[config.mk]
export PLATFORM = sky130hd
export DESIGN_NAME = mem_stage
export DESIGN_NICKNAME = d
export VERILOG_FILES = /design/src/source/mem_pkg.sv /design/src/source/dcache.sv /design/src/source/dtlb.sv /design/src/source/exe_tl_latch.sv /design/src/source/mem_stage.sv /design/src/source/mem_stage_ctrl.sv
export SDC_FILE = /design/constraint.sdc
export NUM_CORES = 2
export LEC_CHECK = 0
export ABC_AREA = 1
export BUFFER_PORTS_ARGS = -buffer_cell sky130_fd_sc_hd__buf_2
export CAP_MARGIN = 20
export CORE_MARGIN = 2
export CORE_UTILIZATION = 50
export CTS_CLUSTER_DIAMETER = 120
export DETAILED_ROUTE_END_ITERATION = 12
export PLACE_DENSITY = 0.68
export SYNTH_ARGS = -nofsm -noshare
export SYNTH_HDL_FRONTEND = slang
export SYNTH_SLANG_ARGS = --single-unit
export TNS_END_PERCENT = 1
[constraint.sdc]
create_clock -name clk_i -period 21.7 [get_ports clk_i]
set_input_delay 2.17 -clock clk_i [delete_from_list [all_inputs] [get_ports clk_i]]
set_output_delay 2.17 -clock clk_i [all_outputs]
set_load 0.005 [all_outputs]
[src/source/mem_pkg.sv]
// Memory stage package with instruction formats, stage bundles, opcodes and cache geometry
`default_nettype none

package mem_pkg;

	localparam logic [6:0] OP_LOAD  = 7'b0000011;
	localparam logic [6:0] OP_STORE = 7'b0100011;
	localparam logic [6:0] OP_TLBW  = 7'b0001011; // custom-0

	localparam int PAGE_BITS = 12;
	localparam int PN_BITS   = 32 - PAGE_BITS; // Virtual and physical page number width

	// The cache covers a 24-bit physical space of one-word lines
	localparam int LINE_COUNT = 16;
	localparam int INDEX_BITS = 4;
	localparam int TAG_BITS   = 18;

	localparam int EXC_TLB_MISS = 13;

	typedef struct packed {
		logic [11:0] imm;
		logic [4:0]  rs1;
		logic [2:0]  funct3;
		logic [4:0]  rd;
		logic [6:0]  opcode;
	} i_fmt_t;

	typedef struct packed {
		logic [6:0] imm_hi;
		logic [4:0] rs2;
		logic [4:0] rs1;
		logic [2:0] funct3;
		logic [4:0] imm_lo;
		logic [6:0] opcode;
	} s_fmt_t;

	// Loads read the word as I-type, stores as S-type
	typedef union packed {
		i_fmt_t i_fmt;
		s_fmt_t s_fmt;
	} rv_instr_u;

	typedef struct packed {
		logic [31:0] cache_addr;
		logic [4:0]  write_addr;
		logic        int_write_enable;
		logic [31:0] store_data;
		logic        tlbwrite;
		logic        idtlb;
		logic [31:0] read_data_a;
		logic [31:0] read_data_b;
		logic [31:0] exc_bits;
		rv_instr_u   instruction;
		logic [31:0] pc;
	} exe_bundle_t;

	typedef struct packed {
		logic        cache_enable;
		logic        store;
		logic [31:0] cache_addr;
		logic [4:0]  write_addr;
		logic        int_write_enable;
		logic [31:0] store_data;
		logic        tlbwrite;
		logic        idtlb;
		logic [31:0] read_data_a;
		logic [31:0] read_data_b;
		logic [31:0] exc_bits;
		rv_instr_u   instruction;
		logic [31:0] pc;
	} tl_bundle_t;

	typedef struct packed {
		logic        valid;
		logic [4:0]  write_addr;
		logic        int_write_enable;
		logic [31:0] data;
		logic [31:0] exc_bits;
		logic [31:0] pc;
	} wb_bundle_t;

	typedef struct packed {
		logic        req;
		logic        we;
		logic [31:0] addr;
		logic [31:0] wdata;
	} mem_req_t;

	typedef struct packed {
		logic        ack;
		logic [31:0] rdata;
	} mem_rsp_t;

endpackage

`default_nettype wire

[src/source/dcache.sv]
// Direct-mapped write-through data cache with hit detection, fill and writeback record
`timescale 1ns/100ps
`default_nettype none

module dcache (
	input  logic                          clk_i,
	input  logic                          rst_i,
	input  logic                          kill_i,
	input  logic                          stall_i,
	input  mem_pkg::tl_bundle_t           tl_i,
	input  logic [mem_pkg::PN_BITS-1:0]   ppage_i,
	input  logic                          tlb_hit_i,
	input  logic                          fill_en_i,
	input  logic                          store_en_i,
	input  logic [31:0]                   fill_data_i,
	output logic                          hit_o,
	output logic [31:0]                   paddr_o,
	output mem_pkg::wb_bundle_t           wb_o
);

	logic [mem_pkg::LINE_COUNT-1:0] valid_q;
	logic [mem_pkg::TAG_BITS-1:0]   tag_q  [mem_pkg::LINE_COUNT];
	logic [31:0]                    data_q [mem_pkg::LINE_COUNT];

	logic [mem_pkg::INDEX_BITS-1:0] index;
	logic [mem_pkg::TAG_BITS-1:0]   tag;

	// Copy of the last translated access, kept for the fill or store after a kill
	logic [mem_pkg::INDEX_BITS-1:0] pend_index_q;
	logic [mem_pkg::TAG_BITS-1:0]   pend_tag_q;
	logic [31:0]                    pend_data_q;
	logic                           pend_hit_q;

	logic        tl_valid;
	logic        tlb_miss;
	logic        retire;
	logic [31:0] exc_bits;
	logic [31:0] load_data;

	assign paddr_o = {ppage_i, tl_i.cache_addr[mem_pkg::PAGE_BITS-1:0]};
	assign index   = paddr_o[2 +: mem_pkg::INDEX_BITS];
	assign tag     = paddr_o[2 + mem_pkg::INDEX_BITS +: mem_pkg::TAG_BITS];

	assign hit_o = tl_i.cache_enable && tlb_hit_i && valid_q[index] && tag_q[index] == tag;

	// An all-zero instruction word is the bubble left by reset or kill
	assign tl_valid = (tl_i.instruction.i_fmt.opcode != 7'd0);
	assign tlb_miss = tl_i.cache_enable && !tlb_hit_i;
	assign retire   = tl_valid && !stall_i && !kill_i;

	// A missed load has been filled by the time it retires
	assign load_data = (tl_i.cache_enable && !tl_i.store && tlb_hit_i) ? data_q[index] : 32'd0;

	always_comb begin
		exc_bits = tl_i.exc_bits;
		exc_bits[mem_pkg::EXC_TLB_MISS] = tl_i.exc_bits[mem_pkg::EXC_TLB_MISS] | tlb_miss;
	end

	always_ff @(posedge clk_i) begin
		if (tl_i.cache_enable && tlb_hit_i) begin
			pend_index_q <= index;
			pend_tag_q   <= tag;
			pend_data_q  <= tl_i.store_data;
			pend_hit_q   <= hit_o;
		end
	end

	always_ff @(posedge clk_i) begin
		if (rst_i) begin
			valid_q <= '0;
		end else if (fill_en_i) begin
			valid_q[pend_index_q] <= 1'b1;
		end
	end

	always_ff @(posedge clk_i) begin
		if (fill_en_i) begin
			tag_q[pend_index_q]  <= pend_tag_q;
			data_q[pend_index_q] <= fill_data_i;
		end else if (store_en_i && pend_hit_q) begin
			data_q[pend_index_q] <= pend_data_q; // No allocation on a store miss
		end
	end

	always_ff @(posedge clk_i) begin
		if (rst_i) begin
			wb_o.valid <= 1'b0;
		end else begin
			wb_o.valid <= retire;
		end
		if (retire) begin
			wb_o.write_addr       <= tl_i.write_addr;
			wb_o.int_write_enable <= tl_i.int_write_enable && !tlb_miss;
			wb_o.data             <= load_data;
			wb_o.exc_bits         <= exc_bits;
			wb_o.pc               <= tl_i.pc;
		end
	end

endmodule

`default_nettype wire

[src/source/dtlb.sv]
// Fully associative data TLB with round-robin fill and combinational lookup
`timescale 1ns/100ps
`default_nettype none

module dtlb #(
	parameter int TLB_ENTRIES = 8
) (
	input  logic                             clk_i,
	input  logic                             rst_i,
	input  mem_pkg::tl_bundle_t              tl_i,
	output logic [mem_pkg::PN_BITS-1:0]      ppage_o,
	output logic                             hit_o
);

	localparam int PTR_BITS = (TLB_ENTRIES > 1) ? $clog2(TLB_ENTRIES) : 1;

	logic [TLB_ENTRIES-1:0]     valid_q;
	logic [mem_pkg::PN_BITS-1:0] vpage_q [TLB_ENTRIES];
	logic [mem_pkg::PN_BITS-1:0] ppage_q [TLB_ENTRIES];
	logic [PTR_BITS-1:0]        ptr_q;

	logic [mem_pkg::PN_BITS-1:0] look_vpage;
	logic [mem_pkg::PN_BITS-1:0] wr_vpage;
	logic [mem_pkg::PN_BITS-1:0] wr_ppage;
	logic                        wr_en;
	logic                        wr_match;
	logic [PTR_BITS-1:0]         wr_idx;

	assign look_vpage = tl_i.cache_addr[31:mem_pkg::PAGE_BITS];
	assign wr_vpage   = tl_i.read_data_a[31:mem_pkg::PAGE_BITS];
	assign wr_ppage   = tl_i.read_data_b[31:mem_pkg::PAGE_BITS];
	assign wr_en      = tl_i.tlbwrite && !tl_i.idtlb; // Instruction TLB writes are dropped

	always_comb begin
		hit_o   = 1'b0;
		ppage_o = '0;
		for (int i = 0; i < TLB_ENTRIES; i++) begin
			if (valid_q[i] && vpage_q[i] == look_vpage) begin
				hit_o   = 1'b1;
				ppage_o = ppage_q[i];
			end
		end
	end

	// A page that is already mapped is rewritten in place
	always_comb begin
		wr_match = 1'b0;
		wr_idx   = ptr_q;
		for (int i = 0; i < TLB_ENTRIES; i++) begin
			if (valid_q[i] && vpage_q[i] == wr_vpage) begin
				wr_match = 1'b1;
				wr_idx   = PTR_BITS'(i);
			end
		end
	end

	always_ff @(posedge clk_i) begin
		if (rst_i) begin
			valid_q <= '0;
			ptr_q   <= '0;
		end else if (wr_en) begin
			valid_q[wr_idx] <= 1'b1;
			if (!wr_match) begin
				ptr_q <= (ptr_q == PTR_BITS'(TLB_ENTRIES - 1)) ? '0 : ptr_q + 1'b1;
			end
		end
	end

	always_ff @(posedge clk_i) begin
		if (wr_en) begin
			vpage_q[wr_idx] <= wr_vpage;
			ppage_q[wr_idx] <= wr_ppage;
		end
	end

endmodule

`default_nettype wire

[src/source/exe_tl_latch.sv]
// Execute to translate pipeline register with memory operation classification
`timescale 1ns/100ps
`default_nettype none

module exe_tl_latch (
	input  logic                clk_i,
	input  logic                rst_i,
	input  logic                kill_i,
	input  logic                stall_i,
	input  mem_pkg::exe_bundle_t exe_i,
	output mem_pkg::tl_bundle_t  tl_o
);

	logic is_load;
	logic is_store;
	logic is_tlbw;

	assign is_load  = (exe_i.instruction.i_fmt.opcode == mem_pkg::OP_LOAD);
	assign is_store = (exe_i.instruction.s_fmt.opcode == mem_pkg::OP_STORE);
	// Only the custom-0 encoding may carry a TLB write
	assign is_tlbw  = exe_i.tlbwrite && (exe_i.instruction.i_fmt.opcode == mem_pkg::OP_TLBW);

	always_ff @(posedge clk_i) begin
		if (rst_i || kill_i) begin
			tl_o <= '0;
		end else if (!stall_i) begin
			tl_o.cache_enable     <= is_load || is_store;
			tl_o.store            <= is_store;
			tl_o.cache_addr       <= exe_i.cache_addr;
			tl_o.write_addr       <= exe_i.write_addr;
			tl_o.int_write_enable <= is_load ? exe_i.int_write_enable : 1'b0; // Stores write no register
			tl_o.store_data       <= exe_i.store_data;
			tl_o.tlbwrite         <= is_tlbw;
			tl_o.idtlb            <= exe_i.idtlb;
			tl_o.read_data_a      <= exe_i.read_data_a;
			tl_o.read_data_b      <= exe_i.read_data_b;
			tl_o.exc_bits         <= exe_i.exc_bits;
			tl_o.instruction      <= exe_i.instruction;
			tl_o.pc               <= exe_i.pc;
		end
	end

endmodule

`default_nettype wire

[src/source/mem_stage.sv]
// Memory stage top level joining the latch, data TLB, data cache and controller
`timescale 1ns/100ps
`default_nettype none

module mem_stage #(
	parameter int TLB_ENTRIES = 8
) (
	input  logic                 clk_i,
	input  logic                 rst_i,
	input  logic                 kill_i,
	input  mem_pkg::exe_bundle_t exe_i,
	input  mem_pkg::mem_rsp_t    mem_rsp_i,
	output mem_pkg::wb_bundle_t  wb_o,
	output logic                 stall_core_o,
	output mem_pkg::mem_req_t    mem_req_o
);

	mem_pkg::tl_bundle_t         tl;
	logic [mem_pkg::PN_BITS-1:0] ppage;
	logic                        tlb_hit;
	logic                        cache_hit;
	logic [31:0]                 paddr;
	logic                        fill_en;
	logic                        store_en;

	exe_tl_latch exe_tl_latch_inst (
		.clk_i   (clk_i),
		.rst_i   (rst_i),
		.kill_i  (kill_i),
		.stall_i (stall_core_o),
		.exe_i   (exe_i),
		.tl_o    (tl)
	);

	dtlb #(
		.TLB_ENTRIES (TLB_ENTRIES)
	) dtlb_inst (
		.clk_i   (clk_i),
		.rst_i   (rst_i),
		.tl_i    (tl),
		.ppage_o (ppage),
		.hit_o   (tlb_hit)
	);

	dcache dcache_inst (
		.clk_i       (clk_i),
		.rst_i       (rst_i),
		.kill_i      (kill_i),
		.stall_i     (stall_core_o),
		.tl_i        (tl),
		.ppage_i     (ppage),
		.tlb_hit_i   (tlb_hit),
		.fill_en_i   (fill_en),
		.store_en_i  (store_en),
		.fill_data_i (mem_rsp_i.rdata),
		.hit_o       (cache_hit),
		.paddr_o     (paddr),
		.wb_o        (wb_o)
	);

	mem_stage_ctrl mem_stage_ctrl_inst (
		.clk_i       (clk_i),
		.rst_i       (rst_i),
		.tl_i        (tl),
		.tlb_hit_i   (tlb_hit),
		.cache_hit_i (cache_hit),
		.paddr_i     (paddr),
		.mem_rsp_i   (mem_rsp_i),
		.mem_req_o   (mem_req_o),
		.fill_en_o   (fill_en),
		.store_en_o  (store_en),
		.stall_o     (stall_core_o)
	);

endmodule

`default_nettype wire

[src/source/mem_stage_ctrl.sv]
// Miss and store sequencer with the four-phase memory handshake and the core stall
`timescale 1ns/100ps
`default_nettype none

module mem_stage_ctrl (
	input  logic                clk_i,
	input  logic                rst_i,
	input  mem_pkg::tl_bundle_t tl_i,
	input  logic                tlb_hit_i,
	input  logic                cache_hit_i,
	input  logic [31:0]         paddr_i,
	input  mem_pkg::mem_rsp_t   mem_rsp_i,
	output mem_pkg::mem_req_t   mem_req_o,
	output logic                fill_en_o,
	output logic                store_en_o,
	output logic                stall_o
);

	typedef enum logic [1:0] {
		IDLE,
		REQ,
		DROP
	} state_t;

	state_t state_q;

	logic start_rd;
	logic start_wr;
	logic ack_in_req;

	// Only translated accesses go to memory
	assign start_rd = tl_i.cache_enable && !tl_i.store && tlb_hit_i && !cache_hit_i;
	assign start_wr = tl_i.cache_enable && tl_i.store && tlb_hit_i;

	assign ack_in_req = (state_q == REQ) && mem_rsp_i.ack;
	assign fill_en_o  = ack_in_req && !mem_req_o.we;
	assign store_en_o = ack_in_req && mem_req_o.we;

	always_comb begin
		case (state_q)
			IDLE:    stall_o = start_rd || start_wr;
			REQ:     stall_o = 1'b1;
			DROP:    stall_o = mem_rsp_i.ack; // Released once memory lets go of ack
			default: stall_o = 1'b1;
		endcase
	end

	always_ff @(posedge clk_i) begin
		if (rst_i) begin
			state_q       <= IDLE;
			mem_req_o.req <= 1'b0;
		end else begin
			case (state_q)
				IDLE: begin
					if (start_rd || start_wr) begin
						mem_req_o.req <= 1'b1;
						state_q       <= REQ;
					end
				end
				REQ: begin
					if (mem_rsp_i.ack) begin
						mem_req_o.req <= 1'b0;
						state_q       <= DROP;
					end
				end
				DROP: begin
					if (!mem_rsp_i.ack) begin
						state_q <= IDLE;
					end
				end
				default: state_q <= IDLE;
			endcase
		end
	end

	// Address and data stay put for the whole handshake, even after a kill
	always_ff @(posedge clk_i) begin
		if (state_q == IDLE && (start_rd || start_wr)) begin
			mem_req_o.we    <= start_wr;
			mem_req_o.addr  <= paddr_i;
			mem_req_o.wdata <= tl_i.store_data;
		end
	end

endmodule

`default_nettype wire

==> impl_summary.md <==
Clock tree
The maximum level of the CTS H-tree is 4. The clock drives approximately 1,600 sinks. The buffers inserted during post-CTS setup optimization is 0.

The clock passes through at most 3 buffers. Post-CTS repair changed the size of 0 cells. After clock tree synthesis, the clock-pin slew on the worst setup and hold paths is 0.06 ns. In this run, post-CTS hold repair placed 0 buffers. The number of buffers created by CTS is approximately 160.

The clock latency on the worst-skew pair is roughly 0.82 ns. The CTS tree is done. In this run the clock root is driven by a clkbuf_16.

Placement
Routability-driven placement finished with a final weighted congestion of 0.939. The count of buffers inserted at the top-level ports is roughly 390. After legalization and detailed placement, the total HPWL measured approximately 110 mm.

Global routing
The number of global-route vias before repair is ~42,000. The total overflow left after global routing is 0. Entering global routing, the biggest net connects around 220 pins. The global routing usage summed across all routing layers is 28.0%.

The number of antenna violations at the first check in global routing is 22. The first global-routing pass estimated 270 mm of wire.

Floorplan
The top-level I/O count is between 400 and 500. Once the floorplan was initialized, standard cells occupied between 50% and 60% of the core. The die covers roughly 130,000 sq um. The number of cell rows is 130. The vertical die dimension is roughly 360 um. The area of the core is 126,000 sq um. The die width is 361 um.

Synthesis
The async set or reset register ratio after synthesis is 0%. The number of synthesis warnings is 0. The synthesized netlist net count is around 5,800. The cell area after synthesis is about 64,000 sq um.

Of the synthesized area, sequential elements account for between 70% and 80%. The number of distinct library cells after synthesis is 50. After synthesis the netlist holds a flip-flop and latch count of 1,562. Synthesis produced a netlist whose cell count is 5,569.

A synthesized cell averages 11.4 sq um. The dominant synthesized flop cell is edfxtp_1. The number of enable flip-flop cells after synthesis is 1,342.

Timing
The worst-margin pin slew is around 1.2 ns. Measured against its own limit, the worst slew margin works out to 16.7%. The final cycle utilization of the critical path is 38.1%.

The maximum clock frequency is between 100 and 150 MHz. In the final timing run, aggregate negative setup slack is 0 ns. The final-report hold violation count is 0. Setup violations remaining at the end of the flow were counted as 0. The final count of pins violating max slew is 0.

Setup repair after global routing left no endpoint under its margin. Between clock sinks in the finished design, the worst skew comes to between 0.03 and 0.04 ns. The smallest clock period supported by the final layout is computed as 8.28 ns.

Run
The max-capacitance violation count is 0.

Power and ir drop
The total internal power is 4.86 mW. For this design the ratio of total power to cell area is roughly 86 nW/um^2. The share of total power dissipated in combinational logic is under 10%. The part of the total power dissipated in sequential elements is about 53%.

VDD sags by at most approximately 100 uV. The clock network fraction of total power is between 40% and 50%. The total net switching power is between 1 and 1.5 mW. The switching portion of total power is 21.8%. The leakage power of the design is 26.2 nW. The design draws 6.21 mW.

Worst setup path
The startpoint class of the critical path is a flop. The worst register-to-register path has a depth of 23. Along the worst path, the maximum fanout reaches 97. The class of the most critical setup path is reg -> out. The element type at the critical path end is an output pin. STA puts the critical path data required time at 19.53 ns.

Data arrives at the worst endpoint at roughly 6.1 ns.

Final layout
In the final layout, the share of cells above drive strength 1 is roughly 15%. The final net count is slightly above 6,000. The synthesis-to-layout area growth is 13.4%.

Route
The detail route stage leaves a number of antenna-violating nets equal to 0. The post-detailed-route DRC marker count is 0. The average routed wire per standard cell is between 20 and 25 um.

The detailed router's first-iteration violation count is between 5,000 and 6,000. The first detailed-routing pass took 6 iterations. The routed wire length is roughly 180 mm. The detailed-route via count is 43,900. Using the TritonRoute via totals, the vias-per-cell ratio works out to between 5 and 6.

Hold path
The worst hold path begins at exe_tl_latch_inst.tl_o[30]. The number of cells on the worst hold path is 0. The type of the tightest min-delay check is reg -> reg.

Outcome
The flow ran to the end, and the final reports show no timing, DRC or antenna violations.
## placed cells by master (no fill, tap or decap), types with 15 or more instances in the layout
cell | Yosys | routed
o211ai_1 | 75 | 75
xor2_1 | 46 | 46
a221oi_1 | 34 | 34
mux2_2 | 32 | 32
nor2_4 | 0 | 28
dfxtp_1 | 220 | 214
inv_2 | 23 | 23
clkbuf_1 | 209 | 30
buf_2 | 40 | 388
o221ai_1 | 100 | 100
xnor2_1 | 32 | 32
clkinv_2 | 0 | 32
inv_1 | 377 | 366
o22ai_1 | 119 | 119
nor2_2 | 102 | 110
a21oi_1 | 186 | 186
clkbuf_16 | 0 | 164
edfxtp_1 | 1342 | 1342
nand4_1 | 36 | 36
o21ai_0 | 368 | 368
nand3_1 | 114 | 114
clkinv_1 | 4 | 40
nand2_1 | 995 | 995
nor3_1 | 31 | 31
nor4_1 | 25 | 25
nor2_1 | 901 | 865
buf_4 | 11 | 89
or2_2 | 15 | 15
## per-layer routing
metal / GRT usage (%) / wire length (um) / part of all wire [%] / vias up
met1: 38.4 / 74300 / 40 / 21100
li1: - / - / - / 20100
met3: 6.64 / 19000 / 10 / 413
met5: 0 / 193 / 0.10 / -
met4: 10.4 / 6770 / 3.7 / 30
met2: 43.8 / 83800 / 46 / 2230
## through the flow
stage                     setup WS (ns)  utilization [%]  area, sq um  hold slack, ns  cells
after floorplan                   14.06                -        63700           0.408   5569
after global placement            14.16             53.3        67200           0.411   7393
after detailed placement          14.20             53.3        67200           0.413   7393
after CTS                         13.30             57.3        72200           0.423   7682
after global routing              12.84             57.3        72200           0.432   7685
final                             13.42             57.3        72200           0.413   7689
## synthesized netlist by cell type (all sizes together), types with 3 or more instances
master   instances  area, sq um
o22ai          119          744
buf             96          748
dfxtp          220         4400
nand3b           5         37.5
a32o             6         60.1
nand2          997         3750
xnor2           32          280
o2111ai          9         78.8
o21ai          378         1890
a221oi          34          298
xor2            46          403
nand4           36          225
or2             15         93.8
a21oi          186          931
and2             3         18.8
clkbuf         209          785
clkinv           4         15.0
nor3b            3         22.5
a221o            6         60.1
o221ai         100          876
edfxtp        1342        40300
nor3            32          165
nor2          1003         4020
a311o            5         50.1
o211ai          75          563
or3              6         37.5
nor4            25          156
nand3          117          608
inv            400         1500
mux2            32          360
a2111oi          9         78.8
a211oi          10         75.1
## layout make-up
cell class	instances	area, sq um
Fill cell	10200	53800
Sequential cell	1562	44700
Multi-Input combinational cell	3298	16200
Clock buffer	196	4240
Timing Repair Buffer	479	2650
Tap cell	1650	2060
Inverter	404	1530
Clock inverter	93	795
Antenna cell	7	17.5
## state kept, by name, indices dropped and copies added, names as in the netlist, 8 cells and up, named ones only
signal / count
dcache_inst.pend_tag_q: 18
dtlb_inst.valid_q: 8
dtlb_inst.vpage_q: 160
dtlb_inst.ppage_q: 160
dcache_inst.valid_q: 16
dcache_inst.data_q: 512
dcache_inst.pend_data_q: 32
dcache_inst.wb_o: 103
dcache_inst.tag_q: 288
mem_stage_ctrl_inst.mem_req_o: 66
exe_tl_latch_inst.tl_o: 185
## power by group through the flow
stage,Sequential (mW),Combinational (mW),Clock [mW]
floorplan,3.35,0.142,0
global placement,3.36,0.245,0
global route,3.30,0.275,2.81
finish,3.30,0.253,2.66
detailed placement,3.36,0.249,0
CTS,3.30,0.250,2.69
## logic make-up after synthesis
family                   Yosys count  share of synthesized area, %
AND/OR/NAND/NOR                 2244                          14.4
flip-flops                      1562                          70.2
AO/OA/AOI/OAI                    942                          9.02
buffers and inverters            709                          4.79
XOR/XNOR                          78                          1.07
multiplexers                      32                         0.566
adder cells (fa/ha/maj)            2                        0.0393
## worst max-delay path, cell delays in order, from the launching register on
cell and delay [ns]:
dfxtp_4 0.75, clkinv_2 0.78, buf_4 0.66, nor2_1 0.20, nor2_1 0.05, o21ai_0 0.11
o211ai_1 0.14, nand3_1 0.13, nand2_1 0.09, nand2_1 0.08, o21ai_0 0.08, inv_1 0.05
nand3_1 0.16, nor3_1 0.24, nand3_1 0.09, nor2_1 0.11, nand2_1 0.08, nor2_1 0.10
nand3_1 0.20, nand2_2 0.35, nand2_8 0.52, buf_2 0.33
## path summary, 6_finish.rpt
check        slack (ns)              endpoint
max               13.42          stall_core_o
max reg2reg       15.04  dcache_inst.wb_o[91]
min                0.41  dcache_inst.wb_o[30]
min reg2reg        0.41  dcache_inst.wb_o[30]
No activity file was read; power rests on OpenSTA's default activity.
